===== config.mk =====
export PLATFORM = sky130hd
export DESIGN_NAME = ls_rs_top
export DESIGN_NICKNAME = d
export VERILOG_FILES = /design/src/hw/ls_rs_pkg.sv /design/src/hw/ls_uop_pkg.sv /design/src/hw/ls_rs_if.sv /design/src/hw/ls_rs_top.sv /design/src/hw/ls_issue_select.sv /design/src/hw/ls_rs_entry.sv /design/src/hw/ls_dispatch.sv
export VERILOG_INCLUDE_DIRS = /design/src /design/src/hw
export SDC_FILE = /design/constraint.sdc
export NUM_CORES = 2
export LEC_CHECK = 0
export ABC_CLOCK_PERIOD_IN_PS = 36400
export BUFFER_PORTS_ARGS = -buffer_cell sky130_fd_sc_hd__buf_2
export CAP_MARGIN = 10
export CORE_MARGIN = 2
export CORE_UTILIZATION = 55
export CTS_BUF_LIST = sky130_fd_sc_hd__clkbuf_4
export DETAILED_ROUTE_END_ITERATION = 8
export HOLD_SLACK_MARGIN = 0.08
export PLACE_DENSITY = 0.77
export REMOVE_ABC_BUFFERS = 1
export SLEW_MARGIN = 30
export SYNTH_ARGS = -nofsm -noshare
export SYNTH_HDL_FRONTEND = slang
export SYNTH_SLANG_ARGS = --single-unit
export TNS_END_PERCENT = 100

===== constraint.sdc =====
create_clock -name clk -period 36.4 [get_ports clk]
set_clock_uncertainty 0.05 [all_clocks]
set_input_delay 1.82 -clock clk [delete_from_list [all_inputs] [get_ports clk]]
set_output_delay 1.82 -clock clk [all_outputs]
set_load 0.01 [all_outputs]

===== src/hw/ls_rs_defs.svh =====
`ifndef LS_RS_DEFS_SVH
`define LS_RS_DEFS_SVH

// ==========================================================================
// Load/store reservation station sizing
// ==========================================================================

// Station slots
`define LS_RS_ENTRIES 8

// Bits to index one slot
`define LS_RS_IDX_W 3

// Physical register tag width
`define LS_RS_TAG_W 8

// Result broadcast buses for ALU, MUL, DIV, load, branch, P unit and CSR
`define LS_RS_WB_PORTS 7

`endif

===== src/hw/ls_rs_pkg.sv =====
`default_nettype none

`include "ls_rs_defs.svh"

package ls_rs_pkg;

  typedef logic [`LS_RS_IDX_W-1:0]   entry_idx_t;
  typedef logic [`LS_RS_ENTRIES-1:0] entry_vec_t;

  // Slot life cycle
  typedef enum logic [1:0] {
    EMPTY,
    WAITING,
    READY
  } entry_state_e;

endpackage

`default_nettype wire


===== src/hw/ls_uop_pkg.sv =====
`default_nettype none

`include "ls_rs_defs.svh"

package ls_uop_pkg;

  typedef logic [`LS_RS_TAG_W-1:0] phys_tag_t;
  typedef logic [31:0]             inst_num_t;
  typedef logic [31:0]             imm_t;
  typedef logic [3:0]              alu_op_t;
  typedef logic [2:0]              funct3_t;

  // True when any valid broadcast carries this tag
  function automatic logic wb_match(
    input phys_tag_t                   tag,
    input logic [`LS_RS_WB_PORTS-1:0]  wb_valid,
    input phys_tag_t                   wb_tag [`LS_RS_WB_PORTS]
  );
    logic hit;
    hit = 1'b0;
    for (int p = 0; p < `LS_RS_WB_PORTS; p++) begin
      hit |= wb_valid[p] && (wb_tag[p] == tag);
    end
    return hit;
  endfunction

endpackage

`default_nettype wire


===== src/hw/ls_rs_if.sv =====
`default_nettype none

`include "ls_rs_defs.svh"

// ==========================================================================
// Dispatch to slots
// ==========================================================================
interface ls_rs_alloc_if
  import ls_uop_pkg::*;
  import ls_rs_pkg::*;
();

  entry_vec_t wr_en;
  entry_vec_t free;

  inst_num_t  inst_num;
  phys_tag_t  rd;
  logic       mem_to_reg;
  logic       mem_read;
  logic       mem_write;
  alu_op_t    alu_op;
  logic       alu_src2;
  funct3_t    funct3;
  imm_t       imm;
  phys_tag_t  src1;
  phys_tag_t  src2;
  logic       src1_rdy;
  logic       src2_rdy;

  modport dispatch (
    output wr_en, inst_num, rd, mem_to_reg, mem_read, mem_write, alu_op,
           alu_src2, funct3, imm, src1, src2, src1_rdy, src2_rdy,
    input  free
  );

  // Write strobe and free flag go per slot through the top
  modport entry (
    input inst_num, rd, mem_to_reg, mem_read, mem_write, alu_op,
          alu_src2, funct3, imm, src1, src2, src1_rdy, src2_rdy
  );

endinterface

// ==========================================================================
// Slots to issue selector
// ==========================================================================
interface ls_rs_issue_if
  import ls_uop_pkg::*;
  import ls_rs_pkg::*;
();

  entry_vec_t req;
  entry_vec_t grant;

  inst_num_t  inst_num   [`LS_RS_ENTRIES];
  phys_tag_t  rd         [`LS_RS_ENTRIES];
  logic       mem_to_reg [`LS_RS_ENTRIES];
  logic       mem_read   [`LS_RS_ENTRIES];
  logic       mem_write  [`LS_RS_ENTRIES];
  alu_op_t    alu_op     [`LS_RS_ENTRIES];
  logic       alu_src2   [`LS_RS_ENTRIES];
  funct3_t    funct3     [`LS_RS_ENTRIES];
  imm_t       imm        [`LS_RS_ENTRIES];
  phys_tag_t  src1       [`LS_RS_ENTRIES];
  phys_tag_t  src2       [`LS_RS_ENTRIES];

  modport entry (
    output req, inst_num, rd, mem_to_reg, mem_read, mem_write, alu_op,
           alu_src2, funct3, imm, src1, src2,
    input  grant
  );

  modport select (
    input  req, inst_num, rd, mem_to_reg, mem_read, mem_write, alu_op,
           alu_src2, funct3, imm, src1, src2,
    output grant
  );

endinterface

`default_nettype wire


===== src/hw/ls_rs_top.sv =====
`default_nettype none

`include "ls_rs_defs.svh"

module ls_rs_top
  import ls_uop_pkg::*;
(
  input  logic                        clk,
  input  logic                        rst,
  input  logic                        flush,

  input  logic                        disp_valid,
  output logic                        disp_ready,
  input  inst_num_t                   disp_inst_num,
  input  phys_tag_t                   disp_rd,
  input  logic                        disp_mem_to_reg,
  input  logic                        disp_mem_read,
  input  logic                        disp_mem_write,
  input  alu_op_t                     disp_alu_op,
  input  logic                        disp_alu_src2,
  input  funct3_t                     disp_funct3,
  input  imm_t                        disp_imm,
  input  phys_tag_t                   disp_src1,
  input  phys_tag_t                   disp_src2,
  input  logic                        disp_src1_rdy,
  input  logic                        disp_src2_rdy,

  input  logic [`LS_RS_WB_PORTS-1:0]  wb_valid,
  input  phys_tag_t                   wb_tag [`LS_RS_WB_PORTS],

  input  logic                        iss_ready,
  output logic                        iss_valid,
  output inst_num_t                   iss_inst_num,
  output phys_tag_t                   iss_rd,
  output phys_tag_t                   iss_src1,
  output phys_tag_t                   iss_src2,
  output logic                        iss_mem_to_reg,
  output logic                        iss_mem_read,
  output logic                        iss_mem_write,
  output alu_op_t                     iss_alu_op,
  output logic                        iss_alu_src2,
  output funct3_t                     iss_funct3,
  output imm_t                        iss_imm
);

  ls_rs_alloc_if alloc_if ();
  ls_rs_issue_if issue_if ();

  ls_dispatch dispatch_i (
    .disp_valid      (disp_valid),
    .disp_inst_num   (disp_inst_num),
    .disp_rd         (disp_rd),
    .disp_mem_to_reg (disp_mem_to_reg),
    .disp_mem_read   (disp_mem_read),
    .disp_mem_write  (disp_mem_write),
    .disp_alu_op     (disp_alu_op),
    .disp_alu_src2   (disp_alu_src2),
    .disp_funct3     (disp_funct3),
    .disp_imm        (disp_imm),
    .disp_src1       (disp_src1),
    .disp_src2       (disp_src2),
    .disp_src1_rdy   (disp_src1_rdy),
    .disp_src2_rdy   (disp_src2_rdy),
    .wb_valid        (wb_valid),
    .wb_tag          (wb_tag),
    .disp_ready      (disp_ready),
    .alloc           (alloc_if.dispatch)
  );

  // ==========================================================================
  // Station slots
  // ==========================================================================
  for (genvar i = 0; i < `LS_RS_ENTRIES; i++) begin : g_entry
    ls_rs_entry entry_i (
      .clk        (clk),
      .rst        (rst),
      .flush      (flush),
      .wb_valid   (wb_valid),
      .wb_tag     (wb_tag),
      .wr         (alloc_if.wr_en[i]),
      .alloc      (alloc_if.entry),
      .grant      (issue_if.grant[i]),
      .free       (alloc_if.free[i]),
      .req        (issue_if.req[i]),
      .inst_num   (issue_if.inst_num[i]),
      .rd         (issue_if.rd[i]),
      .mem_to_reg (issue_if.mem_to_reg[i]),
      .mem_read   (issue_if.mem_read[i]),
      .mem_write  (issue_if.mem_write[i]),
      .alu_op     (issue_if.alu_op[i]),
      .alu_src2   (issue_if.alu_src2[i]),
      .funct3     (issue_if.funct3[i]),
      .imm        (issue_if.imm[i]),
      .src1       (issue_if.src1[i]),
      .src2       (issue_if.src2[i])
    );
  end

  ls_issue_select select_i (
    .clk            (clk),
    .rst            (rst),
    .flush          (flush),
    .issue          (issue_if.select),
    .iss_ready      (iss_ready),
    .iss_valid      (iss_valid),
    .iss_inst_num   (iss_inst_num),
    .iss_rd         (iss_rd),
    .iss_src1       (iss_src1),
    .iss_src2       (iss_src2),
    .iss_mem_to_reg (iss_mem_to_reg),
    .iss_mem_read   (iss_mem_read),
    .iss_mem_write  (iss_mem_write),
    .iss_alu_op     (iss_alu_op),
    .iss_alu_src2   (iss_alu_src2),
    .iss_funct3     (iss_funct3),
    .iss_imm        (iss_imm)
  );

endmodule

`default_nettype wire


===== src/hw/ls_issue_select.sv =====
`default_nettype none

`include "ls_rs_defs.svh"

module ls_issue_select
  import ls_uop_pkg::*;
  import ls_rs_pkg::*;
(
  input  logic            clk,
  input  logic            rst,
  input  logic            flush,

  ls_rs_issue_if.select   issue,

  input  logic            iss_ready,
  output logic            iss_valid,
  output inst_num_t       iss_inst_num,
  output phys_tag_t       iss_rd,
  output phys_tag_t       iss_src1,
  output phys_tag_t       iss_src2,
  output logic            iss_mem_to_reg,
  output logic            iss_mem_read,
  output logic            iss_mem_write,
  output alu_op_t         iss_alu_op,
  output logic            iss_alu_src2,
  output funct3_t         iss_funct3,
  output imm_t            iss_imm
);

  logic       found;
  entry_idx_t sel;
  logic       load;

  // ==========================================================================
  // Oldest ready requester
  // ==========================================================================

  // Strict compare keeps the lower index on a tie
  always_comb begin
    found = 1'b0;
    sel   = '0;
    for (int i = 0; i < `LS_RS_ENTRIES; i++) begin
      if (issue.req[i] && (!found || issue.inst_num[i] < issue.inst_num[sel])) begin
        found = 1'b1;
        sel   = entry_idx_t'(i);
      end
    end
  end

  // Output slot is empty or drains this cycle
  assign load = found && !flush && (!iss_valid || iss_ready);

  assign issue.grant = load ? (entry_vec_t'(1) << sel) : '0;

  // ==========================================================================
  // Issue register
  // ==========================================================================
  always_ff @(posedge clk) begin
    if (rst || flush) begin
      iss_valid <= 1'b0;
    end else if (load) begin
      iss_valid <= 1'b1;
    end else if (iss_ready) begin
      iss_valid <= 1'b0;
    end
  end

  always_ff @(posedge clk) begin
    if (load) begin
      iss_inst_num   <= issue.inst_num[sel];
      iss_rd         <= issue.rd[sel];
      iss_src1       <= issue.src1[sel];
      iss_src2       <= issue.src2[sel];
      iss_mem_to_reg <= issue.mem_to_reg[sel];
      iss_mem_read   <= issue.mem_read[sel];
      iss_mem_write  <= issue.mem_write[sel];
      iss_alu_op     <= issue.alu_op[sel];
      iss_alu_src2   <= issue.alu_src2[sel];
      iss_funct3     <= issue.funct3[sel];
      iss_imm        <= issue.imm[sel];
    end
  end

endmodule

`default_nettype wire


===== src/hw/ls_rs_entry.sv =====
`default_nettype none

`include "ls_rs_defs.svh"

module ls_rs_entry
  import ls_uop_pkg::*;
  import ls_rs_pkg::*;
(
  input  logic                        clk,
  input  logic                        rst,
  input  logic                        flush,

  input  logic [`LS_RS_WB_PORTS-1:0]  wb_valid,
  input  phys_tag_t                   wb_tag [`LS_RS_WB_PORTS],

  input  logic                        wr,
  ls_rs_alloc_if.entry                alloc,
  input  logic                        grant,

  output logic                        free,
  output logic                        req,
  output inst_num_t                   inst_num,
  output phys_tag_t                   rd,
  output logic                        mem_to_reg,
  output logic                        mem_read,
  output logic                        mem_write,
  output alu_op_t                     alu_op,
  output logic                        alu_src2,
  output funct3_t                     funct3,
  output imm_t                        imm,
  output phys_tag_t                   src1,
  output phys_tag_t                   src2
);

  entry_state_e state;
  logic         rdy1;
  logic         rdy2;
  logic         rdy1_now;
  logic         rdy2_now;

  // Snoop every bus for pending operands
  assign rdy1_now = rdy1 || wb_match(src1, wb_valid, wb_tag);
  assign rdy2_now = rdy2 || wb_match(src2, wb_valid, wb_tag);

  assign free = (state == EMPTY);
  assign req  = (state == READY);

  // ==========================================================================
  // Slot FSM
  // ==========================================================================
  always_ff @(posedge clk) begin
    if (rst || flush) begin
      state <= EMPTY;
      rdy1  <= 1'b0;
      rdy2  <= 1'b0;
    end else if (grant) begin
      state <= EMPTY;
    end else begin
      case (state)
        EMPTY: begin
          if (wr) begin
            rdy1  <= alloc.src1_rdy;
            rdy2  <= alloc.src2_rdy;
            state <= (alloc.src1_rdy && alloc.src2_rdy) ? READY : WAITING;
          end
        end
        WAITING: begin
          rdy1 <= rdy1_now;
          rdy2 <= rdy2_now;
          if (rdy1_now && rdy2_now) begin
            state <= READY;
          end
        end
        default: ;
      endcase
    end
  end

  // Payload taken on write
  always_ff @(posedge clk) begin
    if (wr) begin
      inst_num   <= alloc.inst_num;
      rd         <= alloc.rd;
      mem_to_reg <= alloc.mem_to_reg;
      mem_read   <= alloc.mem_read;
      mem_write  <= alloc.mem_write;
      alu_op     <= alloc.alu_op;
      alu_src2   <= alloc.alu_src2;
      funct3     <= alloc.funct3;
      imm        <= alloc.imm;
      src1       <= alloc.src1;
      src2       <= alloc.src2;
    end
  end

endmodule

`default_nettype wire


===== src/hw/ls_dispatch.sv =====
`default_nettype none

`include "ls_rs_defs.svh"

module ls_dispatch
  import ls_uop_pkg::*;
  import ls_rs_pkg::*;
(
  input  logic                        disp_valid,
  input  inst_num_t                   disp_inst_num,
  input  phys_tag_t                   disp_rd,
  input  logic                        disp_mem_to_reg,
  input  logic                        disp_mem_read,
  input  logic                        disp_mem_write,
  input  alu_op_t                     disp_alu_op,
  input  logic                        disp_alu_src2,
  input  funct3_t                     disp_funct3,
  input  imm_t                        disp_imm,
  input  phys_tag_t                   disp_src1,
  input  phys_tag_t                   disp_src2,
  input  logic                        disp_src1_rdy,
  input  logic                        disp_src2_rdy,

  input  logic [`LS_RS_WB_PORTS-1:0]  wb_valid,
  input  phys_tag_t                   wb_tag [`LS_RS_WB_PORTS],

  output logic                        disp_ready,
  ls_rs_alloc_if.dispatch             alloc
);

  entry_vec_t lowest_free;
  logic       accept;

  // ==========================================================================
  // Slot choice
  // ==========================================================================

  // Isolate lowest set bit of the free vector
  assign lowest_free = alloc.free & (~alloc.free + entry_vec_t'(1));

  assign disp_ready = |alloc.free;
  assign accept     = disp_valid && disp_ready;

  assign alloc.wr_en = accept ? lowest_free : '0;

  // ==========================================================================
  // Micro-op forwarding
  // ==========================================================================
  assign alloc.inst_num   = disp_inst_num;
  assign alloc.rd         = disp_rd;
  assign alloc.mem_to_reg = disp_mem_to_reg;
  assign alloc.mem_read   = disp_mem_read;
  assign alloc.mem_write  = disp_mem_write;
  assign alloc.alu_op     = disp_alu_op;
  assign alloc.alu_src2   = disp_alu_src2;
  assign alloc.funct3     = disp_funct3;
  assign alloc.imm        = disp_imm;
  assign alloc.src1       = disp_src1;
  assign alloc.src2       = disp_src2;

  // Result landing in the dispatch cycle counts as ready
  assign alloc.src1_rdy = disp_src1_rdy || wb_match(disp_src1, wb_valid, wb_tag);
  assign alloc.src2_rdy = disp_src2_rdy || wb_match(disp_src2, wb_valid, wb_tag);

endmodule

`default_nettype wire


==> summary.txt <==
Run status
  • Status: completed

Min path
  • Hold path endpoint: g_entry[5].entry_i.rdy1
  • Hold Path Class: register to register
  • Hold_sp: g_entry[5].entry_i.rdy1
  • Min-Delay Path Depth: 2

Global routing
  • Global-route wire length before repair: 314,000 um
  • Vias in the first global route: 47,387
  • Grt ovf: 0
  • Largest net degree at the start of global routing: 136
  • Initial antenna violation count: 25
  • Total track usage: 39.9%

Finish
  • Area Growth Syn to Fin: 9.21%
  • Largest regs: g_entry.entry_i.imm: 256 flops, g_entry.entry_i.inst_num: 256 flops
  • Share of cells above drive strength 1: 14.9%
  • Fillers: 8,512
  • Post-layout net count: 5,995
  • Design area: 62,700 um^2
  • Fin util: 60.6%

Routing
  • Antenna viol nets, final: 0
  • DRT Pass-1 Iters: 8
  • Remaining DRCs: 0
  • Avg WL per Cell: 30.5 um
  • Via density: 6.86
  • Vias: 49,337
  • Final WL: 219,000 um
  • DRT iter0 DRCs: 7,995

Worst setup path
  • R2R depth: 95
  • CP Capture Type: register
  • CP most frequent cell: a21o_1
  • Crit path kind: register to register
  • Crit path largest cell delay: 0.81 ns
  • CP startpoint kind: register
  • Worst r2r src: g_entry[0].entry_i.inst_num[2]
  • Slowest cell on crit path: nor4_1
  • Crit path DAT: 29.04 ns
  • R2r setup slk: 8.31 ns
  • FF-to-FF End: select_i.iss_rd[2]
  • Critical Path RT: 37.35 ns
  • Max Fanout on Critical Path: 62

Placement
  • RePlAce Congestion: 1.02
  • Placed Area: 59,700 um^2
  • Hpwl dp: 132,000 um
  • Port Buffers: 269

Clocking
  • Sink Count: 924
  • TritonCTS clock tree: done
  • CTS Hold Bufs: 0
  • Setup Buffers After CTS: 0
  • Clock root buffer: clkbuf_4
  • Resized Gates After CTS: 0
  • Inserted Clock Buffers: 230
  • Clock Latency Late Sink: 1.19 ns
  • Worst-path clk slew: 0.07 ns
  • CTS H-tree lvls: 4
  • Clock Path Buffers: 3

STA
  • Max Clk Rate: 0.0356 GHz
  • Slew @ Worst Pin: 1.07 ns
  • Final hold vios: 0
  • Max-slew violation count: 0
  • Slew margin rel.: 28.7%
  • Setup TNS: 0 ns
  • Tcrit/Tclk final: 77.2%
  • Hold Slack: 0.483 ns
  • Min Tclk post-route: 28.09 ns
  • Unrepaired setup endpoints after global routing: no
  • Setup violators final: 0

Pwr
  • Pwr Total: 2.32 mW
  • Leak: 22.9 nW
  • Pwr dens: 37.1 nW/um^2
  • Peak VDD IR: 29.9 uV

Floorplan
  • Die height: 327 um
  • Initial Util: 55.5%
  • Core Box Area: 103,000 um^2
  • Die area: 107,000 um^2
  • Die width: 327 um
  • FP Rows: 118
  • Top Ports: 270

Yosys
  • Cells after Synth: 5,488
  • Ys flop type: edfxtp_1
  • Yosys top cell by area: edfxtp_1
  • Number of synthesized flops with an enable pin: 891
  • Multiplexer share of the synthesized area: 2.97%
  • Post-synthesis register bit count: 924
  • Ys Warns: 0
  • Post-synthesis sequential area ratio: 47.8%
  • Post-Synth Simple-Gate Area: 11.7%
  • Largest family of logic cells by synthesized area: XOR/XNOR gates
  • Synthesized-area fraction occupied by adder cells: 4.73%
  • Cell Area, Synth: 57,400 um^2
  • Top area cells in the synthesized netlist: edfxtp_1 (47%), xor2_1 (10%), xnor2_1 (5.3%), ha_1 (4.7%), nand2_1 (3.9%)
  • Yosys top cell area share: 46.6%
  • XOR/XNOR share of the synthesized area: 15.4%
  • Complex-gate fraction of the synthesized area: 13.7%
  • Post-synth ARST share: 0%
  • Syn avg cell area: 10.5 um^2
  • Distinct cells, synth: 79

Job
  • MaxCap Viol Count: 0
==> kinds of logic (layout without fill, tap and decap cells) <==
family                   Yosys count  count (layout)
other                              0              15
adder cells (fa/ha/maj)          217             217
AND/OR/NAND/NOR                 1441            1441
XOR/XNOR                        1008            1008
buffers and inverters            549             854
AO/OA/AOI/OAI                   1184            1184
flip-flops                       924             924
multiplexers                     165             165
==> cells in the mapped netlist, drive strengths merged (5+ instances only) <==
cell type / n
nor4: 199
nor2: 256
nand4: 104
and2: 10
nor2b: 18
o211ai: 33
xor2: 663
a211o: 10
o21ai: 155
nand2: 596
xnor2: 345
nor3b: 5
nor3: 42
nand3: 129
a21boi: 5
a311oi: 36
a21o: 78
a22oi: 48
o22ai: 41
a31oi: 136
a221o: 12
nand2b: 18
dfxtp: 33
mux2: 44
edfxtp: 891
a311o: 6
inv: 49
buf: 218
ha: 217
a221oi: 138
and3: 28
o21a: 11
o32ai: 7
mux2i: 121
a211oi: 75
clkbuf: 282
a41oi: 9
a32oi: 5
and4: 8
a2111oi: 7
or2: 20
a21oi: 339
o221ai: 7
==> power breakdown <==
group	internal [mW]	total, mW	switching [mW]	leakage, nW
Clock	0.424	0.881	0.457	1.76
Combinational	0.0861	0.250	0.164	12.8
Sequential	1.18	1.19	0.0141	8.35
Total	1.69	2.32	0.635	22.9
==> layout make-up <==
type / instances / area (um^2) / area share, %
well taps: 1380 / 1730 / 2.75
multi-input cells: 4015 / 28100 / 44.8
diodes: 15 / 37.5 / 0.0599
flip-flops and latches: 924 / 27400 / 43.7
repair buffers: 389 / 2300 / 3.67
clock buffers: 321 / 2410 / 3.84
clock inverters: 95 / 538 / 0.858
inverters: 49 / 189 / 0.301
==> stage by stage <==
stage,instances,worst slack (ns)
final,7188,8.31
after global routing,7183,7.31
after CTS,7173,9.07
after detailed placement,6757,9.11
after global placement,6756,9.51
after floorplan,4988,-3.51
==> worst max-delay path: cells and delay by family, from the launching register on <==
kind	cells	cell delay [ns]
flops	1	0.45
simple gates	24	6.05
mux	1	0.31
compound gates	53	13.73
buf+inv	10	4.89
fa+ha+maj	7	2.11
==> worst max-delay path by stage <==
stage / from / end / slack [ns] / cells after the start
detailed placement: g_entry[0].entry_i.inst_num[2] / select_i.iss_alu_op[3] / 9.11 / 95
floorplan: g_entry[0].entry_i.inst_num[9] / select_i.iss_alu_op[2] / -3.51 / 86
CTS: g_entry[0].entry_i.inst_num[2] / select_i.iss_alu_op[3] / 9.07 / 95
finish: g_entry[0].entry_i.inst_num[2] / select_i.iss_rd[2] / 8.31 / 95
global route: g_entry[0].entry_i.inst_num[2] / select_i.iss_alu_op[3] / 7.31 / 95
global placement: g_entry[0].entry_i.inst_num[2] / select_i.iss_rd[4] / 9.51 / 95
==> routing by layer <==
metal,track usage (%),routed length [um],vias to the layer above
met5,1.02,268,-
met1,51.2,79400,23424
met3,13.5,32300,1064
met2,57.6,91700,4153
met4,25.4,15400,20
li1,-,-,20676
==> cell usage in the layout, fill, tap and decap left out, types with 56 or more instances in the layout <==
master,synthesis,layout
buf_2,52,269
a31oi_1,135,135
buf_4,4,114
xnor2_1,345,345
nor2_1,256,244
nand4_1,104,104
a221oi_1,138,138
a21oi_1,338,336
nor4_1,198,194
clkinv_1,0,56
nand2_1,595,593
mux2i_1,121,121
ha_1,217,217
o21ai_0,142,142
xor2_1,663,663
clkbuf_4,0,321
a21o_1,78,77
edfxtp_1,891,891
a211oi_1,75,75
nand3_1,129,128
Note: power is estimated with default switching activity, not from simulation.
